[src/rtl/spis_defines.svh]
`ifndef SPIS_DEFINES_SVH
`define SPIS_DEFINES_SVH

// datapath widths
`define SPIS_DATA_W      32
`define SPIS_ADDR_W      16

//////////////////////////////
// buffer sizing
//////////////////////////////
`define SPIS_FIFO_DEPTH  16
`define SPIS_CNT_W       5       // log2(depth) + 1

// spi side address windows
`define SPIS_WBUF_LO     16'h0200
`define SPIS_WBUF_HI     16'h09FF
`define SPIS_RBUF_LO     16'h1000
`define SPIS_RBUF_HI     16'h17FF

`define SPIS_UNMAPPED    32'hDEADBEEF    // returned for holes in the map

//////////////////////////////
// register offsets
//////////////////////////////
`define SPIS_REG_CMD     16'h0000
`define SPIS_REG_STATUS  16'h0004
`define SPIS_REG_DIAG0   16'h0008
`define SPIS_REG_DIAG1   16'h000C
`define SPIS_REG_CTRL    16'h0010

`endif

[src/rtl/spis_pkg.sv]
package spis_pkg;

	//////////////////////////////
	// address decode
	//////////////////////////////

	// where an spi or avalon address lands
	typedef enum logic [1:0] {
		REGION_REG  = 2'd0,    // below the write buffer window
		REGION_WBUF = 2'd1,
		REGION_RBUF = 2'd2,
		REGION_NONE = 2'd3
	} spis_region_e;

	//////////////////////////////
	// register file select
	//////////////////////////////

	typedef enum logic [2:0] {
		REG_CMD    = 3'd0,
		REG_STATUS = 3'd1,
		REG_DIAG0  = 3'd2,
		REG_DIAG1  = 3'd3,
		REG_CTRL   = 3'd4,     // write only
		REG_NONE   = 3'd7      // offset not in the register map
	} spis_reg_e;

endpackage

[src/rtl/spis_csr_if.sv]
`include "spis_defines.svh"

// register access path, access controller to register file
interface spis_csr_if;

	import spis_pkg::*;

	logic                      wr;
	logic                      rd;
	spis_reg_e                 sel;
	logic [`SPIS_DATA_W-1:0]   wdata;
	logic [`SPIS_DATA_W-1:0]   rdata;      // combinational for current sel

	modport ctrl (
		output wr, rd, sel, wdata,
		input  rdata
	);

	modport csr (
		input  wr, rd, sel, wdata,
		output rdata
	);

endinterface

[src/rtl/spis_fifo_if.sv]
`include "spis_defines.svh"

// one buffer: producer/consumer strobes on one side, storage on the other
interface spis_fifo_if;

	logic                      push;
	logic [`SPIS_DATA_W-1:0]   wrdata;
	logic                      pop;
	logic                      flush;      // from the control register
	logic [`SPIS_DATA_W-1:0]   rddata;     // head word, show-ahead
	logic                      full;
	logic                      empty;
	logic [`SPIS_CNT_W-1:0]    numfilled;

	// access controller side
	modport ctrl (
		output push, wrdata, pop,
		input  rddata, full, empty, numfilled
	);

	// storage side
	modport fifo (
		input  push, wrdata, pop, flush,
		output rddata, full, empty, numfilled
	);

endinterface

[src/rtl/spis_access_ctrl.sv]
`include "spis_defines.svh"

module spis_access_ctrl (
	input  logic                      s_avmm_clk,
	input  logic                      s_avmm_rst_n,
	// spi side, already deserialized
	input  logic                      spi_write,
	input  logic                      spi_read,
	input  logic [`SPIS_ADDR_W-1:0]   spi_addr,
	input  logic [`SPIS_DATA_W-1:0]   mosi_data,
	output logic [`SPIS_DATA_W-1:0]   miso_data,
	// avalon side
	input  logic                      avb2reg_write,
	input  logic                      avb2reg_read,
	input  logic [`SPIS_ADDR_W-1:0]   avb2reg_addr,
	input  logic [`SPIS_DATA_W-1:0]   avb2reg_rdata,
	output logic [`SPIS_DATA_W-1:0]   reg2avb_wdata,
	spis_fifo_if.ctrl                 wbuf,
	spis_fifo_if.ctrl                 rbuf,
	spis_csr_if.ctrl                  csr,
	output logic                      wbuf_ovf,
	output logic                      wbuf_udf,
	output logic                      rbuf_ovf,
	output logic                      rbuf_udf
);

	import spis_pkg::*;

	spis_region_e spi_region;
	spis_region_e avb_region;
	spis_reg_e    spi_reg;
	logic         spi_wbuf_wr;
	logic         spi_rbuf_rd;
	logic         avb_rbuf_wr;
	logic         avb_wbuf_rd;

	function automatic spis_region_e region_of(input logic [`SPIS_ADDR_W-1:0] addr);
		if (addr < `SPIS_WBUF_LO)
			return REGION_REG;
		else if (addr <= `SPIS_WBUF_HI)
			return REGION_WBUF;
		else if (addr >= `SPIS_RBUF_LO && addr <= `SPIS_RBUF_HI)
			return REGION_RBUF;
		return REGION_NONE;
	endfunction

	function automatic spis_reg_e reg_of(input logic [`SPIS_ADDR_W-1:0] addr);
		case (addr)
			`SPIS_REG_CMD:    return REG_CMD;
			`SPIS_REG_STATUS: return REG_STATUS;
			`SPIS_REG_DIAG0:  return REG_DIAG0;
			`SPIS_REG_DIAG1:  return REG_DIAG1;
			`SPIS_REG_CTRL:   return REG_CTRL;
			default:          return REG_NONE;
		endcase
	endfunction

	//////////////////////////////
	// decode
	//////////////////////////////

	assign spi_region = region_of(spi_addr);
	assign avb_region = region_of(avb2reg_addr);
	assign spi_reg    = (spi_region == REGION_REG) ? reg_of(spi_addr) : REG_NONE;

	assign spi_wbuf_wr = spi_write && (spi_region == REGION_WBUF);
	assign spi_rbuf_rd = spi_read && (spi_region == REGION_RBUF);
	assign avb_rbuf_wr = avb2reg_write && (avb_region == REGION_RBUF);  // other windows ignored
	assign avb_wbuf_rd = avb2reg_read && (avb_region == REGION_WBUF);

	// buffer strobes, gated so the fifo never sees a bad push/pop
	assign wbuf.push   = spi_wbuf_wr && !wbuf.full;
	assign wbuf.wrdata = mosi_data;
	assign wbuf.pop    = avb_wbuf_rd && !wbuf.empty;
	assign rbuf.push   = avb_rbuf_wr && !rbuf.full;
	assign rbuf.wrdata = avb2reg_rdata;
	assign rbuf.pop    = spi_rbuf_rd && !rbuf.empty;

	// dropped accesses become error pulses
	assign wbuf_ovf = spi_wbuf_wr && wbuf.full;
	assign wbuf_udf = avb_wbuf_rd && wbuf.empty;
	assign rbuf_ovf = avb_rbuf_wr && rbuf.full;
	assign rbuf_udf = spi_rbuf_rd && rbuf.empty;

	assign csr.wr    = spi_write && (spi_region == REGION_REG);
	assign csr.rd    = spi_read && (spi_region == REGION_REG);
	assign csr.sel   = spi_reg;
	assign csr.wdata = mosi_data;

	//////////////////////////////
	// read data, held until next read
	//////////////////////////////

	always_ff @(posedge s_avmm_clk or negedge s_avmm_rst_n) begin
		if (!s_avmm_rst_n) begin
			miso_data     <= '0;
			reg2avb_wdata <= '0;
		end else begin
			if (spi_read) begin
				case (spi_region)
					REGION_RBUF: miso_data <= rbuf.empty ? '0 : rbuf.rddata;
					REGION_REG:  miso_data <= (spi_reg == REG_NONE) ? `SPIS_UNMAPPED : csr.rdata;
					default:     miso_data <= `SPIS_UNMAPPED;   // wbuf is write only from spi
				endcase
			end
			if (avb_wbuf_rd)
				reg2avb_wdata <= wbuf.empty ? '0 : wbuf.rddata;
		end
	end

endmodule

[src/rtl/spis_csr.sv]
`include "spis_defines.svh"

module spis_csr (
	input  logic                      s_avmm_clk,
	input  logic                      s_avmm_rst_n,
	spis_csr_if.csr                   csr,
	// error pulses from the access controller
	input  logic                      wbuf_ovf,
	input  logic                      wbuf_udf,
	input  logic                      rbuf_ovf,
	input  logic                      rbuf_udf,
	input  logic [`SPIS_CNT_W-1:0]    wbuf_cnt,
	input  logic [`SPIS_CNT_W-1:0]    rbuf_cnt,
	// capture triggers and debug buses
	input  logic                      ssn_off,
	input  logic                      avmmtransvld_up,
	input  logic [`SPIS_DATA_W-1:0]   dbg_bus0,
	input  logic [`SPIS_DATA_W-1:0]   dbg_bus1,
	// avalon transaction request
	output logic [7:0]                avmm_brstlen,
	output logic [1:0]                avmm_sel,
	output logic [16:0]               avmm_offset,
	output logic                      avmm_rdnwr,
	output logic                      avmm_transvld,
	output logic                      wbuf_flush,
	output logic                      rbuf_flush
);

	import spis_pkg::*;

	logic                    cmd_wr;
	logic                    ctrl_wr;
	logic [3:0]              err;
	logic [3:0]              clr;
	logic [3:0]              flags;      // wbuf_ovf, wbuf_udf, rbuf_ovf, rbuf_udf
	logic [`SPIS_DATA_W-1:0] diag0;
	logic [`SPIS_DATA_W-1:0] diag1;
	logic [`SPIS_DATA_W-1:0] cmd_word;
	logic [`SPIS_DATA_W-1:0] status_word;
	logic [`SPIS_DATA_W-1:0] rdata_mux;

	assign cmd_wr  = csr.wr && (csr.sel == REG_CMD);
	assign ctrl_wr = csr.wr && (csr.sel == REG_CTRL);

	//////////////////////////////
	// command register
	//////////////////////////////

	always_ff @(posedge s_avmm_clk or negedge s_avmm_rst_n) begin
		if (!s_avmm_rst_n) begin
			avmm_brstlen  <= '0;
			avmm_sel      <= '0;
			avmm_offset   <= '0;
			avmm_rdnwr    <= 1'b0;
			avmm_transvld <= 1'b0;
		end else begin
			if (cmd_wr) begin
				avmm_brstlen <= csr.wdata[31:24];
				avmm_sel     <= csr.wdata[20:19];
				avmm_offset  <= csr.wdata[18:2];
				avmm_rdnwr   <= csr.wdata[1];
			end
			if (avmmtransvld_up)
				avmm_transvld <= 1'b0;     // transaction done, beats a new write
			else if (cmd_wr)
				avmm_transvld <= csr.wdata[0];
		end
	end

	assign cmd_word = {avmm_brstlen, 3'b000, avmm_sel, avmm_offset, avmm_rdnwr, avmm_transvld};

	//////////////////////////////
	// sticky flags and control
	//////////////////////////////

	assign err = {wbuf_ovf, wbuf_udf, rbuf_ovf, rbuf_udf};
	assign clr = ctrl_wr ? csr.wdata[3:0] : 4'b0000;

	always_ff @(posedge s_avmm_clk or negedge s_avmm_rst_n) begin
		if (!s_avmm_rst_n)
			flags <= '0;
		else
			flags <= (flags & ~clr) | err;    // new error wins over clear
	end

	// flush strobes live for the write cycle only
	assign wbuf_flush = ctrl_wr && csr.wdata[4];
	assign rbuf_flush = ctrl_wr && csr.wdata[5];

	// debug captures
	always_ff @(posedge s_avmm_clk or negedge s_avmm_rst_n) begin
		if (!s_avmm_rst_n) begin
			diag0 <= '0;
			diag1 <= '0;
		end else begin
			if (ssn_off)
				diag0 <= dbg_bus0;
			if (avmmtransvld_up)
				diag1 <= dbg_bus1;
		end
	end

	//////////////////////////////
	// read mux
	//////////////////////////////

	always_comb begin
		status_word        = '0;
		status_word[3:0]   = flags;
		status_word[12:8]  = wbuf_cnt;
		status_word[20:16] = rbuf_cnt;
	end

	always_comb begin
		rdata_mux = '0;
		if (csr.rd) begin
			case (csr.sel)
				REG_CMD:    rdata_mux = cmd_word;
				REG_STATUS: rdata_mux = status_word;
				REG_DIAG0:  rdata_mux = diag0;
				REG_DIAG1:  rdata_mux = diag1;
				default:    rdata_mux = '0;     // ctrl reads back as zero
			endcase
		end
	end

	assign csr.rdata = rdata_mux;

endmodule

[src/rtl/spis_reg_top.sv]
`include "spis_defines.svh"

module spis_reg_top (
	input  logic                      s_avmm_clk,
	input  logic                      s_avmm_rst_n,
	// spi word strobes
	input  logic                      spi_write,
	input  logic                      spi_read,
	input  logic [`SPIS_ADDR_W-1:0]   spi_addr,
	input  logic [`SPIS_DATA_W-1:0]   mosi_data,
	output logic [`SPIS_DATA_W-1:0]   miso_data,
	// avalon bridge
	input  logic                      avb2reg_write,
	input  logic                      avb2reg_read,
	input  logic [`SPIS_ADDR_W-1:0]   avb2reg_addr,
	input  logic [`SPIS_DATA_W-1:0]   avb2reg_rdata,
	output logic [`SPIS_DATA_W-1:0]   reg2avb_wdata,
	output logic [7:0]                avmm_brstlen,
	output logic [1:0]                avmm_sel,
	output logic [16:0]               avmm_offset,
	output logic                      avmm_rdnwr,
	output logic                      avmm_transvld,
	input  logic                      avmmtransvld_up,
	// debug capture
	input  logic                      ssn_off,
	input  logic [`SPIS_DATA_W-1:0]   dbg_bus0,
	input  logic [`SPIS_DATA_W-1:0]   dbg_bus1
);

	logic wbuf_ovf;
	logic wbuf_udf;
	logic rbuf_ovf;
	logic rbuf_udf;

	spis_fifo_if wbuf_if ();    // spi -> avalon
	spis_fifo_if rbuf_if ();    // avalon -> spi
	spis_csr_if  csr_if ();

	spis_sync_fifo #(.DEPTH(`SPIS_FIFO_DEPTH)) u_wbuf (
		.s_avmm_clk, .s_avmm_rst_n, .fifo(wbuf_if.fifo)
	);

	spis_sync_fifo #(.DEPTH(`SPIS_FIFO_DEPTH)) u_rbuf (
		.s_avmm_clk, .s_avmm_rst_n, .fifo(rbuf_if.fifo)
	);

	spis_access_ctrl u_ctrl (
		.s_avmm_clk, .s_avmm_rst_n,
		.spi_write, .spi_read, .spi_addr, .mosi_data, .miso_data,
		.avb2reg_write, .avb2reg_read, .avb2reg_addr, .avb2reg_rdata, .reg2avb_wdata,
		.wbuf(wbuf_if.ctrl), .rbuf(rbuf_if.ctrl), .csr(csr_if.ctrl),
		.wbuf_ovf, .wbuf_udf, .rbuf_ovf, .rbuf_udf
	);

	spis_csr u_csr (
		.s_avmm_clk, .s_avmm_rst_n, .csr(csr_if.csr),
		.wbuf_ovf, .wbuf_udf, .rbuf_ovf, .rbuf_udf,
		.wbuf_cnt(wbuf_if.numfilled), .rbuf_cnt(rbuf_if.numfilled),
		.ssn_off, .avmmtransvld_up, .dbg_bus0, .dbg_bus1,
		.avmm_brstlen, .avmm_sel, .avmm_offset, .avmm_rdnwr, .avmm_transvld,
		.wbuf_flush(wbuf_if.flush),     // flush strobes into the buffers
		.rbuf_flush(rbuf_if.flush)
	);

endmodule

[src/rtl/spis_sync_fifo.sv]
`include "spis_defines.svh"

module spis_sync_fifo #(
	parameter int DEPTH = `SPIS_FIFO_DEPTH    // power of two
) (
	input  logic       s_avmm_clk,
	input  logic       s_avmm_rst_n,
	spis_fifo_if.fifo  fifo
);

	localparam int AW = $clog2(DEPTH);

	logic [`SPIS_DATA_W-1:0] mem [0:DEPTH-1];

	// extra msb tells a wrapped full buffer from an empty one
	logic [AW:0] wr_ptr;
	logic [AW:0] rd_ptr;
	logic [AW:0] fill;

	//////////////////////////////
	// pointers
	//////////////////////////////

	always_ff @(posedge s_avmm_clk or negedge s_avmm_rst_n) begin
		if (!s_avmm_rst_n) begin
			wr_ptr <= '0;
			rd_ptr <= '0;
		end else if (fifo.flush) begin
			// flush beats any push or pop this cycle
			wr_ptr <= '0;
			rd_ptr <= '0;
		end else begin
			if (fifo.push)
				wr_ptr <= wr_ptr + 1'b1;
			if (fifo.pop)
				rd_ptr <= rd_ptr + 1'b1;
		end
	end

	// strobes come pre-gated with full/empty from the controller
	always_ff @(posedge s_avmm_clk) begin
		if (fifo.push && !fifo.flush)
			mem[wr_ptr[AW-1:0]] <= fifo.wrdata;
	end

	//////////////////////////////
	// status
	//////////////////////////////

	assign fill = wr_ptr - rd_ptr;

	assign fifo.empty = (wr_ptr == rd_ptr);
	assign fifo.full  = (wr_ptr[AW] != rd_ptr[AW]) &&
		(wr_ptr[AW-1:0] == rd_ptr[AW-1:0]);

	assign fifo.numfilled = `SPIS_CNT_W'(fill);

	// show-ahead, head word always visible
	assign fifo.rddata = mem[rd_ptr[AW-1:0]];

endmodule

[config.mk]
export PLATFORM = sky130hd
export DESIGN_NAME = spis_reg_top
export DESIGN_NICKNAME = d
export VERILOG_FILES = /design/src/rtl/spis_pkg.sv /design/src/rtl/spis_csr_if.sv /design/src/rtl/spis_fifo_if.sv /design/src/rtl/spis_access_ctrl.sv /design/src/rtl/spis_csr.sv /design/src/rtl/spis_reg_top.sv /design/src/rtl/spis_sync_fifo.sv
export VERILOG_INCLUDE_DIRS = /design/src /design/src/rtl
export SDC_FILE = /design/constraint.sdc
export NUM_CORES = 1
export LEC_CHECK = 0
export BUFFER_PORTS_ARGS = -buffer_cell sky130_fd_sc_hd__buf_4
export CAP_MARGIN = 10
export CORE_ASPECT_RATIO = 1.1
export CORE_UTILIZATION = 35
export DETAILED_ROUTE_END_ITERATION = 8
export HOLD_SLACK_MARGIN = 0.08
export PLACE_DENSITY = 0.55
export SLEW_MARGIN = 5
export SYNTH_ARGS = -nofsm -noshare
export SYNTH_HDL_FRONTEND = slang
export SYNTH_SLANG_ARGS = --single-unit
[constraint.sdc]
create_clock -name s_avmm_clk -period 6.9 [get_ports s_avmm_clk]
set_input_delay 1.38 -clock s_avmm_clk [delete_from_list [all_inputs] [get_ports s_avmm_clk]]
set_output_delay 1.38 -clock s_avmm_clk [all_outputs]
set_load 0.005 [all_outputs]
# Word-level counts from Yosys, hierarchy flattened
# Memories as Yosys holds them, arrays and structs flattened.
# Cells that the tools add are included.
# totals
out_inout_bits,93
ram_bits,1024
elab_cells,127
ff_bits,181
in_bits,168
n_memories,2
# classes
bitwise,3
n_addsub,6
reduce_logical,38
eq_ne,19
muxes,37
magnitude_cmp,8
# mem_list
name,depth,width,rd,rd_clocked_by_memory_dff,write_ports,line,text
u_rbuf.mem,16,32,1,0,1,spis_sync_fifo.sv:13,logic [`SPIS_DATA_W-1:0] mem [0:DEPTH-1];
u_wbuf.mem,16,32,1,0,1,spis_sync_fifo.sv:13,
# ops
operator,n
2-to-1 mux 32 bit,4
one-hot mux 32 bit (4 select lines),1
one-hot mux 32 bit (2 select lines),1
2-to-1 mux 5 bit,8
"== test 16 x 4 -> 1 bit, second input constant",2
"greater-or-equal comparator 16 x 13 -> 1 bit, second input constant",2
"<= comparator 16 x 12 -> 1 bit, second input constant",2
"<= comparator 16 x 13 -> 1 bit, second input constant",2
"< comparator 16 x 10 -> 1 bit, second input constant",2
logical AND 1 bit,24
"adder 5 x 1 -> 5 bit, second input constant",4
"== test 16 x 3 -> 1 bit, second input constant",1
"== test 16 x 5 -> 1 bit, second input constant",1
zero test 16 bit,1
2-to-1 mux 2 bit,8
one-hot mux 3 bit (5 select lines),1
2-to-1 mux 1 bit,12
== test 5 bit,2
nonzero test 2 bit,5
subtractor 5 bit,2
== test 4 bit,2
"== test 3 x 2 -> 1 bit, second input constant",2
"== test 3 bit, second input constant",2
zero test 1 bit,6
other kinds (11),14

# Depth between registers and ports, before layout
# Gate-level depths: netlist (run 1).
# logic_depth
depth_word,15
depth_mapped,11
depth_no_buf,9

# Modules after synthesis
# Synthesis (run 1) repeated with hierarchy kept, for this count alone.
# hier_totals
hier_cells,2632
area_unflattened_um2,48805.6
# modules_own_cells
mod,seq_area_each_um2,n_inst,cells_per_inst,area_each_um2
spis_sync_fifo (u_rbuf),15625.0,1,946,20236.9
spis_sync_fifo (u_wbuf),15625.0,1,952,20229.4
spis_csr,2427.3,1,340,4529.3
spis_access_ctrl,1601.5,1,394,3809.9

# Worst setup path after synthesis (run 1)
# Ideal clock, no wire load.
# synth_path
path_type,flip-flop to flip-flop
startpoint,register u_wbuf.rd_ptr[1]
endpoint,memory u_wbuf.mem[2][0] (netlist name) (enable)
required_ns,6.387
n_path_buf,4
setup_ns,0.513
period_less_slack_ns,6.130
stages_incl_launch_ff,11
t_arrival_ns,5.617
path_slack_ns,0.770
path_cell_list,dfrtp_1 -> clkbuf_1 -> clkbuf_1 -> buf_1 -> inv_1 -> ha_1 -> nand4_1 -> nor2_1 -> or2_2 -> clkbuf_1 -> nor4b_1
# synth_via
elab_chain_len,7
# synth_lines
item,line,text
"start, declared",spis_sync_fifo.sv:17,logic [AW:0] rd_ptr;
"start signal, assigned",spis_sync_fifo.sv:36,rd_ptr <= rd_ptr + 1'b1;
== test 4 bit,spis_sync_fifo.sv:54,(wr_ptr[AW-1:0] == rd_ptr[AW-1:0]);
logical AND 1 bit,spis_sync_fifo.sv:53,assign fifo.full = (wr_ptr[AW] != rd_ptr[AW]) &&
zero test 1 bit,spis_access_ctrl.sv:72,assign wbuf.push = spi_wbuf_wr && !wbuf.full;
logical AND 1 bit,spis_access_ctrl.sv:72,
logical AND 1 bit,spis_sync_fifo.sv:42,if (fifo.push && !fifo.flush)
2-to-1 mux 1 bit,spis_sync_fifo.sv:42,
2-to-1 mux 1 bit (implied by the code),spis_sync_fifo.sv:43,mem[wr_ptr[AW-1:0]] <= fifo.wrdata;
"end, declared",spis_sync_fifo.sv:13,
# No other way between the ends.

# Final worst setup path (run 1)
# layout_path
startpoint,register u_rbuf.rd_ptr[2]
endpoint,memory u_rbuf.mem[9][9] (netlist name) (enable)
# layout_via
elab_chain_len,7
# layout_lines
item,line,text
"start, declared",spis_sync_fifo.sv:17,
"start signal, assigned",spis_sync_fifo.sv:36,
== test 4 bit,spis_sync_fifo.sv:54,
logical AND 1 bit,spis_sync_fifo.sv:53,
zero test 1 bit,spis_access_ctrl.sv:75,assign rbuf.push = avb_rbuf_wr && !rbuf.full;
logical AND 1 bit,spis_access_ctrl.sv:75,
logical AND 1 bit,spis_sync_fifo.sv:42,
2-to-1 mux 1 bit,spis_sync_fifo.sv:42,
2-to-1 mux 1 bit (implied by the code),spis_sync_fifo.sv:43,
"end, declared",spis_sync_fifo.sv:13,
# No other way between the ends.

==> out/metrics.yaml, run 1 <==
relSlewSlack: 0.2737
globalplace.congestion: 0.8078
start_util: 0.3526
antenna_found_initial: 18
synth_edf_count: 1024
outcome: "completed"
cts_root_buf: "clkbuf_16"
cts_sinks: 1205
critPathKind: "reg2reg"
synth_cells: 2417
powerDensity_nw_per_um2: 327.5
hpwlAfterDp_mm: 79.06
globalRouteTotalUtil: 0.1923
syn_area_per_cell_um2: 19.56
finalCriticalPeriod_ps: 4622
overflow: 0
layout.nets: 2916
drtPass1Iterations: 5
ant_nets: 0
clk_pin_slew_ps: 60
wl_per_cell_um: 28.27
rsz0062_at_grt: "false"
grt_pass1_wl_mm: 188.6
cts_max_level: 4
synth_fp_nets: 2605
synth_top_area_share: 0.6505
crit_path_top_delay_cell: "nor2_4"
yosysWarnings: 0
min_path_type: "reg2reg"
port_buffers: 251
fp.dieArea_um2: 136500
postCtsSetupRepairBufs: 0
ys.flop_type: "edfxtp_1"
worst-path-max-fanout: 26
slew_viol_final: 0
whs_ps: 500.8
synth_largest_area_cell: "edfxtp_1"
max_freq_ghz: 0.2163
crit_arrival_ps: 5030
ys_seq_elements: 1205
max-clock-path-buffers: 3
synth_commonest_cells: "1024 x edfxtp_1, 265 x mux4_2, 190 x nand2_1"
static-leakage-power_nw: 18.80
rr_startpoint: "u_rbuf.rd_ptr[2]"
max_stage_delay_ps: 910
worstHoldStart: "u_ctrl.reg2avb_wdata[7]"
fin_setup_tns_ps: 0
ctsHoldBuffers: 0
drt_wl_total_mm: 130.8
layout-drive-gt1-share: 0.3288
setup_violations: 0
clock_latency_ps: 740
crit_path_end_kind: "register"
viasPerCell: 5.396
die_w_um: 352.4
peakVddDrop_mv: 0.2746
crit_path_start: "u_rbuf.rd_ptr[2]"
critPathRequiredTime_ps: 7300
syn_area_um2: 47270
cts_tree: "built"
yosysUniqueCellTypes: 63
numCtsBuffers: 131
synth-async-reset-ratio: 0.1502
rows: 141
cts_resized: 0
grt_pass1_vias: 26194
critPathLaunchType: "register"
hold_violations: 0
path_cells: "clkinv_1, buf_4, ha_1, and4_1, a2111oi_4, o211ai_1, nor2_4, buf_4"
drc: 0
coreArea_um2: 134100
drt_iter0_drc: 2508
pin_count: 261
period_share: 0.6699
ys_top_cells_by_area: "edfxtp_1 65%, mux4_2 13%, dfrtp_1 9.6%"
die_h_um: 387.5
fin_skew_ps: 25.85
ys_seq_area_frac: 0.7463
vias: 24968
grt_max_degree: 93
crit_top_cell: "buf_4"
maxCapViolCount: 0
worstMarginPinSlew_ps: 1090
syn_to_final_growth_pct: 18.09
synth.most_common_cell: "edfxtp_1"
placed cells by master, fill, tap and decap left out, types with 13 or more instances in the layout:
| master | Yosys | layout |
|---|---|---|
| edfxtp_1 | 1024 | 1024 |
| bufinv_16 | 0 | 13 |
| nand2_1 | 190 | 190 |
| inv_1 | 20 | 19 |
| dfrtp_1 | 181 | 175 |
| o21ai_0 | 23 | 23 |
| mux2_2 | 101 | 101 |
| clkbuf_1 | 62 | 24 |
| a32o_1 | 33 | 33 |
| buf_4 | 5 | 316 |
| a22oi_1 | 15 | 15 |
| clkbuf_16 | 0 | 135 |
| ha_1 | 18 | 18 |
| clkinv_2 | 0 | 22 |
| mux2i_1 | 33 | 33 |
| o22ai_1 | 18 | 18 |
| a21oi_1 | 22 | 22 |
| clkinv_1 | 2 | 29 |
| nor2_1 | 60 | 47 |
| nand3_1 | 89 | 88 |
| mux4_2 | 265 | 265 |
power by group:
part	switching, W	internal (W)	leakage (nW)
Clock	0.00286	0.00418	2.13
Sequential	0.000363	0.00804	11.4
Combinational	0.00132	0.00152	5.27
Total	0.00454	0.0137	18.8
critical path: cells and delay by family (launching register included):
kind            cells  cell delay [ps]
compound gates      2             1140
fa+ha+maj           1              420
buf+inv             3              820
flops               1              660
simple gates        2             1210
logic make-up (layout without fill, tap and decap cells):
family,after synthesis,count (layout),synth area share
other,0,2,0
buffers and inverters,162,583,0.01517
flip-flops,1205,1205,0.7463
adder cells (fa/ha/maj),20,20,0.005611
AO/OA/AOI/OAI,179,179,0.02827
multiplexers,406,406,0.1590
XOR/XNOR,22,22,0.004076
AND/OR/NAND/NOR,423,423,0.04166
path summary, 6_finish.rpt:
path / end / slack, ps / depth (start not counted)
min in group asynchronous: u_ctrl.reg2avb_wdata[22] / 600 / 1
hold / removal: u_ctrl.reg2avb_wdata[7] / 500 / 1
setup / recovery: u_rbuf.mem[9][9] / 2280 / 8
max in group asynchronous: u_csr.diag0[27] / 4780 / 2
setup reg to reg: u_rbuf.mem[9][9] / 2280 / 8
hold reg to reg: u_ctrl.reg2avb_wdata[7] / 500 / 1
registers in the layout, indices dropped and copies added, names as in the netlist, 4 cells and up:
register	count
u_csr.avmm_brstlen	8
u_ctrl.reg2avb_wdata	32
u_csr.flags	4
u_wbuf.mem	512
u_rbuf.mem	512
u_csr.diag0	32
u_csr.avmm_offset	17
u_ctrl.miso_data	32
u_wbuf.wr_ptr	5
u_csr.diag1	32
u_rbuf.wr_ptr	5
u_rbuf.rd_ptr	5
u_wbuf.rd_ptr	5
area by class of cell:
type / instances / area (um^2)
Clock inverter: 75 / 748.2
Multi-Input combinational cell: 1050 / 11450
Clock buffer: 168 / 3592
Fill cell: 11884 / 78250
Tap cell: 1787 / 2236
Timing Repair Buffer: 318 / 2407
Sequential cell: 1205 / 35300
Inverter: 22 / 83.83
Antenna cell: 2 / 5.005
routing by layer:
metal  track usage  wire, um
met5             0       147
met4       0.04798      2697
met3       0.05275     10330
met2        0.3126     63600
met1        0.2551     54050
metrics by stage:
stage	instance area [um^2]	cells	power (W)	setup WS [ps]	utilization
after floorplan	47270	2417	0.01051	770.1	-
after global placement	51480	4382	0.01141	2240	0.3840
after detailed placement	51480	4382	0.01146	2170	0.3840
after global routing	55820	4625	0.01899	2091	0.4163
final	55830	4627	0.01828	2278	0.4164
after CTS	55820	4625	0.01849	2220	0.4163
Power figures use the tool's default switching activity.
==> run 2, diff against run 1 <==
Clock period 6.9 ns to 4.6 ns, I/O delays scaled along.
==> run 2 against run 1 <==
Critical path depth fell by 1; global-route usage barely moved; register-to-register slack got worse by 1700 ps; clock skew rose by 2.9 ps; worst hold slack got worse by 240 ps; largest cell class unchanged; critical endpoint is now u_rbuf.mem[10][17]; final cell count rose by 0.37%; clock power rose by 49%; critical path type unchanged; setup slack got worse by 1700 ps; sequential share of layout area fell by 0.32 points; total power rose by 50%; via count fell by 0.39%.
==> out/metrics.yaml, run 2 (synthesized netlist as in run 1, its figures left out) <==
pre_cts_slack_ps: 584.5
max_stage_delay_ps: 820
cts_max_level: 4
vias: 24870
reg2reg_depth: 7
crit_path_top_delay_cell: "nor2_4"
finalCriticalPeriod_ps: 4031
die_w_um: 352.4
finalPower_w: 0.02739
nFillCells: 11839
clock_latency_ps: 740
wl_per_cell_um: 28.27
cts_root_buf: "clkbuf_16"
hpwlAfterDp_mm: 79.57
met3_wirelength_mm: 10.80
crit_path_end_kind: "register"
drc: 0
globalRouteTotalUtil: 0.1926
viasPerCell: 5.355
pin_count: 261
ant_nets: 0
crit_path_start: "u_rbuf.wr_ptr[2]"
dr_wl_met2_mm: 64.10
postCtsSetupRepairBufs: 0
setup_violations: 0
critPathRequiredTime_ps: 5010
outcome: "completed"
critPathKind: "reg2reg"
clk_pin_slew_ps: 60
relSlewSlack: 0.2956
maxCapViolCount: 0
rsz0062_at_grt: "false"
fin_skew_ps: 28.71
cts_resized: 0
crit_top_cell: "buf_4"
static-leakage-power_nw: 18.86
overflow: 0
syn_to_final_growth_pct: 18.69
grt_pass1_vias: 26127
drtPass1Iterations: 5
worstMarginPinSlew_ps: 1054
post-route-util: 0.4185
layout-drive-gt1-share: 0.3347
crit_family: "simple AND/OR/NAND/NOR gates"
setup_ws_ps: 569.5
layout.nets: 2936
final_cell_mix: "1024 x edfxtp_1, 325 x buf_4, 265 x mux4_2, 190 x nand2_1, 175 x dfrtp_1"
drt_wl_total_mm: 131.3
cts_tree: "built"
max_freq_ghz: 0.2481
hold_violations: 0
coreArea_um2: 134100
worst-path-max-fanout: 21
drt_iter0_drc: 2392
slew_viol_final: 0
ctsHoldBuffers: 0
globalplace.congestion: 0.7971
min_path_type: "in2async"
crit_arrival_ps: 4440
fp.dieArea_um2: 136500
grt_max_degree: 103
cts_sinks: 1205
start_util: 0.3526
rows: 141
wl_met1_mm: 53.97
final_common_cell: "edfxtp_1"
powerDensity_nw_per_um2: 488.1
die_h_um: 387.5
grt_pass1_wl_mm: 188.6
reg2reg_to: "u_rbuf.mem[10][17]"
reg2reg_slack_ps: 570
antenna_found_initial: 18
highest_layer: "met5"
crit_cells: 7
port_buffers: 251
critPathLaunchType: "register"
path_cells: "ha_1, and4_1, a2111oi_4, o211ai_1, buf_4, nor2_4, buf_4"
numCtsBuffers: 133
peakVddDrop_mv: 0.3774
crit_buf_inv: 2
rr_startpoint: "u_rbuf.wr_ptr[2]"
period_share: 0.8762
max-clock-path-buffers: 3
[run 2: cell count changes in the layout (fill, tap and decap cells not counted), moves of 4 or more]
| cell | previous run | this run |
|---|---|---|
| buf_12 | 1 | 10 |
| buf_4 | 316 | 325 |
| bufinv_16 | 13 | 9 |
| clkbuf_16 | 135 | 139 |
| clkinv_1 | 29 | 21 |
| clkinvlp_4 | 1 | 10 |
| nor3_2 | 7 | 3 |
| nor3_4 | 0 | 4 |
| nor3b_2 | 5 | 1 |
| nor3b_4 | 0 | 4 |
[run 2: per-stage QoR]
stage	std cells	hold WS, ps	setup TNS (ps)	instance area (um^2)
2_1_floorplan	2417	444.8	-193970	47310
3_3_place_gp	4400	481.5	0	51770
3_5_place_dp	4400	482.7	0	51770
4_1_cts	4643	297.0	0	56110
5_1_grt	4643	321.5	0	56110
6_report	4644	256.6	0	56110
[run 2: layout make-up]
class,instances,area (um^2),area share
Multi-Input combinational cell,1050,11500,0.2050
Inverter,22,82.58,0.001472
Tap cell,1787,2236,0.03985
Clock inverter,71,660.6,0.01177
Clock buffer,172,3672,0.06545
Antenna cell,1,2.502,0.00004460
Sequential cell,1205,35300,0.6291
Timing Repair Buffer,336,2655,0.04732
[run 2: layer usage]
layer | vias up | track usage
met5 | - | 0
met4 | 24 | 0.04506
met3 | 188 | 0.05308
met2 | 898 | 0.3161
met1 | 13305 | 0.2541
li1 | 10455 | -
[run 2: worst max path at each step]
stage                              end  slack [ps]
floorplan             u_wbuf.mem[2][0]       -1530
global placement    u_rbuf.mem[10][17]         590
detailed placement   u_rbuf.mem[10][6]         580
CTS                 u_rbuf.mem[10][17]         530
global route        u_rbuf.mem[10][17]         380
finish              u_rbuf.mem[10][17]         570
[run 2: worst reg2reg max path: cells and delay by family (launching register included)]
kind                       cells  cell delay (ps)
AOI/OAI and AO/OA              2              820
buffers and inverters          2              620
adders and majority gates      1              410
DFF                            1              700
and+or+nand+nor                2             1130
[run 2: report_power, final]
| group | internal, W | switching [W] | leakage [nW] |
|---|---|---|---|
| registers | 0.0121 | 0.000239 | 11.4 |
| logic | 0.00230 | 0.00231 | 5.37 |
| clock network | 0.00617 | 0.00430 | 2.10 |
==> run 3, diff against run 2 <==
Settings changed: CORE_MARGIN from default to 2.
==> run 3 against run 2 <==
Global-route usage down 0.34 points; maximum frequency up 5.4%; clock-buffer cell count grew 8; worst hold slack worse by 120 ps; sequential share of layout area is 0.22 points higher; highest routed layer unchanged; critical endpoint is now u_rbuf.mem[10][6]; critical path depth stayed put; combinational power hardly changed; final cell count down 0.13%; sequential power is essentially flat.
==> out/metrics.yaml, run 3 (synthesized netlist as in run 1, its figures left out) <==
pwr-share-clk: 0.377
reg2reg_depth: 7
antenna_found_initial: 24
grt_max_degree: 99
crit_arrival_ps: 4190
drtPass1Iterations: 5
wl_per_cell_um: 28.29
outcome: "completed"
die_h_um: 389.5
finalCriticalPeriod_ps: 3823
clk_pin_slew_ps: 60
hold_violations: 0
port_buffers: 251
worstMarginPinSlew_ps: 1071
die_w_um: 354.4
critPathKind: "reg2reg"
whs_ps: 133.1
cts_tree: "built"
slew_viol_final: 0
fin_area_um2: 55910
static-leakage-power_nw: 18.78
max_freq_ghz: 0.2616
power_frac_comb: 0.170
layout-drive-gt1-share: 0.3317
critPathRequiredTime_ps: 4970
grt_pass1_vias: 26027
hpwlAfterDp_mm: 79.09
peakVddDrop_mv: 0.3939
cts_root_buf: "clkbuf_16"
postPlaceCellArea_um2: 51700
cts_resized: 0
overflow: 0
final_common_cell: "edfxtp_1"
drt_iter0_drc: 2441
powerDensity_nw_per_um2: 484.8
min_path_type: "in2async"
clock_latency_ps: 740
worst-path-max-fanout: 18
viasPerCell: 5.375
grt_pass1_wl_mm: 186.7
crit_path_end_kind: "register"
finalPower_w: 0.02711
period_share: 0.8311
coreArea_um2: 134300
cts_max_level: 4
pin_count: 261
max-clock-path-buffers: 3
ant_nets: 0
fp.dieArea_um2: 138000
drt_wl_total_mm: 131.2
rsz0062_at_grt: "false"
final_cell_mix: "1024 x edfxtp_1, 323 x buf_4, 265 x mux4_2, 190 x nand2_1, 175 x dfrtp_1"
switching_power_w: 0.006768
fin_skew_ps: 35.02
seqPwrFrac: 0.454
start_util: 0.3521
vias: 24929
switching_share: 0.2497
numCtsBuffers: 131
critPathLaunchType: "register"
instances_no_fill: 4638
postCtsSetupRepairBufs: 0
dpl.cell_count: 4395
ctsHoldBuffers: 0
syn_to_final_growth_pct: 18.27
cts_sinks: 1205
globalplace.congestion: 0.7873
rows: 141
setup_violations: 0
power.internal_w: 0.02034
maxCapViolCount: 0
layout.nets: 2929
drc: 0
relSlewSlack: 0.2857
globalRouteTotalUtil: 0.1892
nFillCells: 11785
==> run 3: final timing paths <==
| kind | startpoint | endpoint | slack (ps) |
|---|---|---|---|
| worst max register to register | u_rbuf.wr_ptr[2] | u_rbuf.mem[10][6] | 780 |
| worst min-delay path | s_avmm_rst_n | u_ctrl.reg2avb_wdata[22] | 130 |
| min in group s_avmm_clk | dbg_bus0[29] | u_csr.diag0[29] | 410 |
| worst max-delay path | u_rbuf.wr_ptr[2] | u_rbuf.mem[10][6] | 780 |
| worst min register to register | u_ctrl.reg2avb_wdata[26] | u_ctrl.reg2avb_wdata[26] | 500 |
| max in group asynchronous | s_avmm_rst_n | u_ctrl.miso_data[25] | 3370 |
==> run 3: cell type report <==
cell class / instances / area [um^2] / area share
clock buffers: 180 / 3649 / 0.06526
diodes: 2 / 5.005 / 0.00008951
flip-flops and latches: 1205 / 35300 / 0.6313
multi-input cells: 1050 / 11500 / 0.2058
repair buffers: 331 / 2580 / 0.04614
well taps: 1787 / 2236 / 0.03999
clock inverters: 61 / 555.5 / 0.009936
inverters: 22 / 82.58 / 0.001477
==> run 3: critical path, stage by stage (launching register included) <==
cell and delay [ps]:
dfrtp_1 690, ha_1 400, and4_1 310, a2111oi_4 630, o211ai_1 190, buf_4 220, nor2_4 530, buf_4 480
==> run 3: routing by layer <==
metal  GRT usage  part of all wire  up-vias
met2      0.3048              0.48     1018
met5           0            0.0014        -
li1            -                 -    10461
met4     0.05663             0.026       28
met3     0.05888             0.093      219
met1      0.2459              0.40    13203
==> run 3: stage by stage <==
step / TNS, ps / util / worst slack (ps)
finish: 0 / 0.4165 / 777.0
global route: 0 / 0.4164 / 583.8
CTS: 0 / 0.4164 / 745.1
detailed placement: 0 / 0.3851 / 743.8
global placement: 0 / 0.3851 / 767.3
floorplan: -193970 / - / -1530
==> run 3: power groups by stage <==
stage	registers [W]	logic, W	clock network, W
finish	0.0123	0.00460	0.0102
global route	0.0123	0.00499	0.0108
CTS	0.0123	0.00469	0.0104
detailed placement	0.0125	0.00467	0
global placement	0.0125	0.00463	0
floorplan	0.0124	0.00337	0
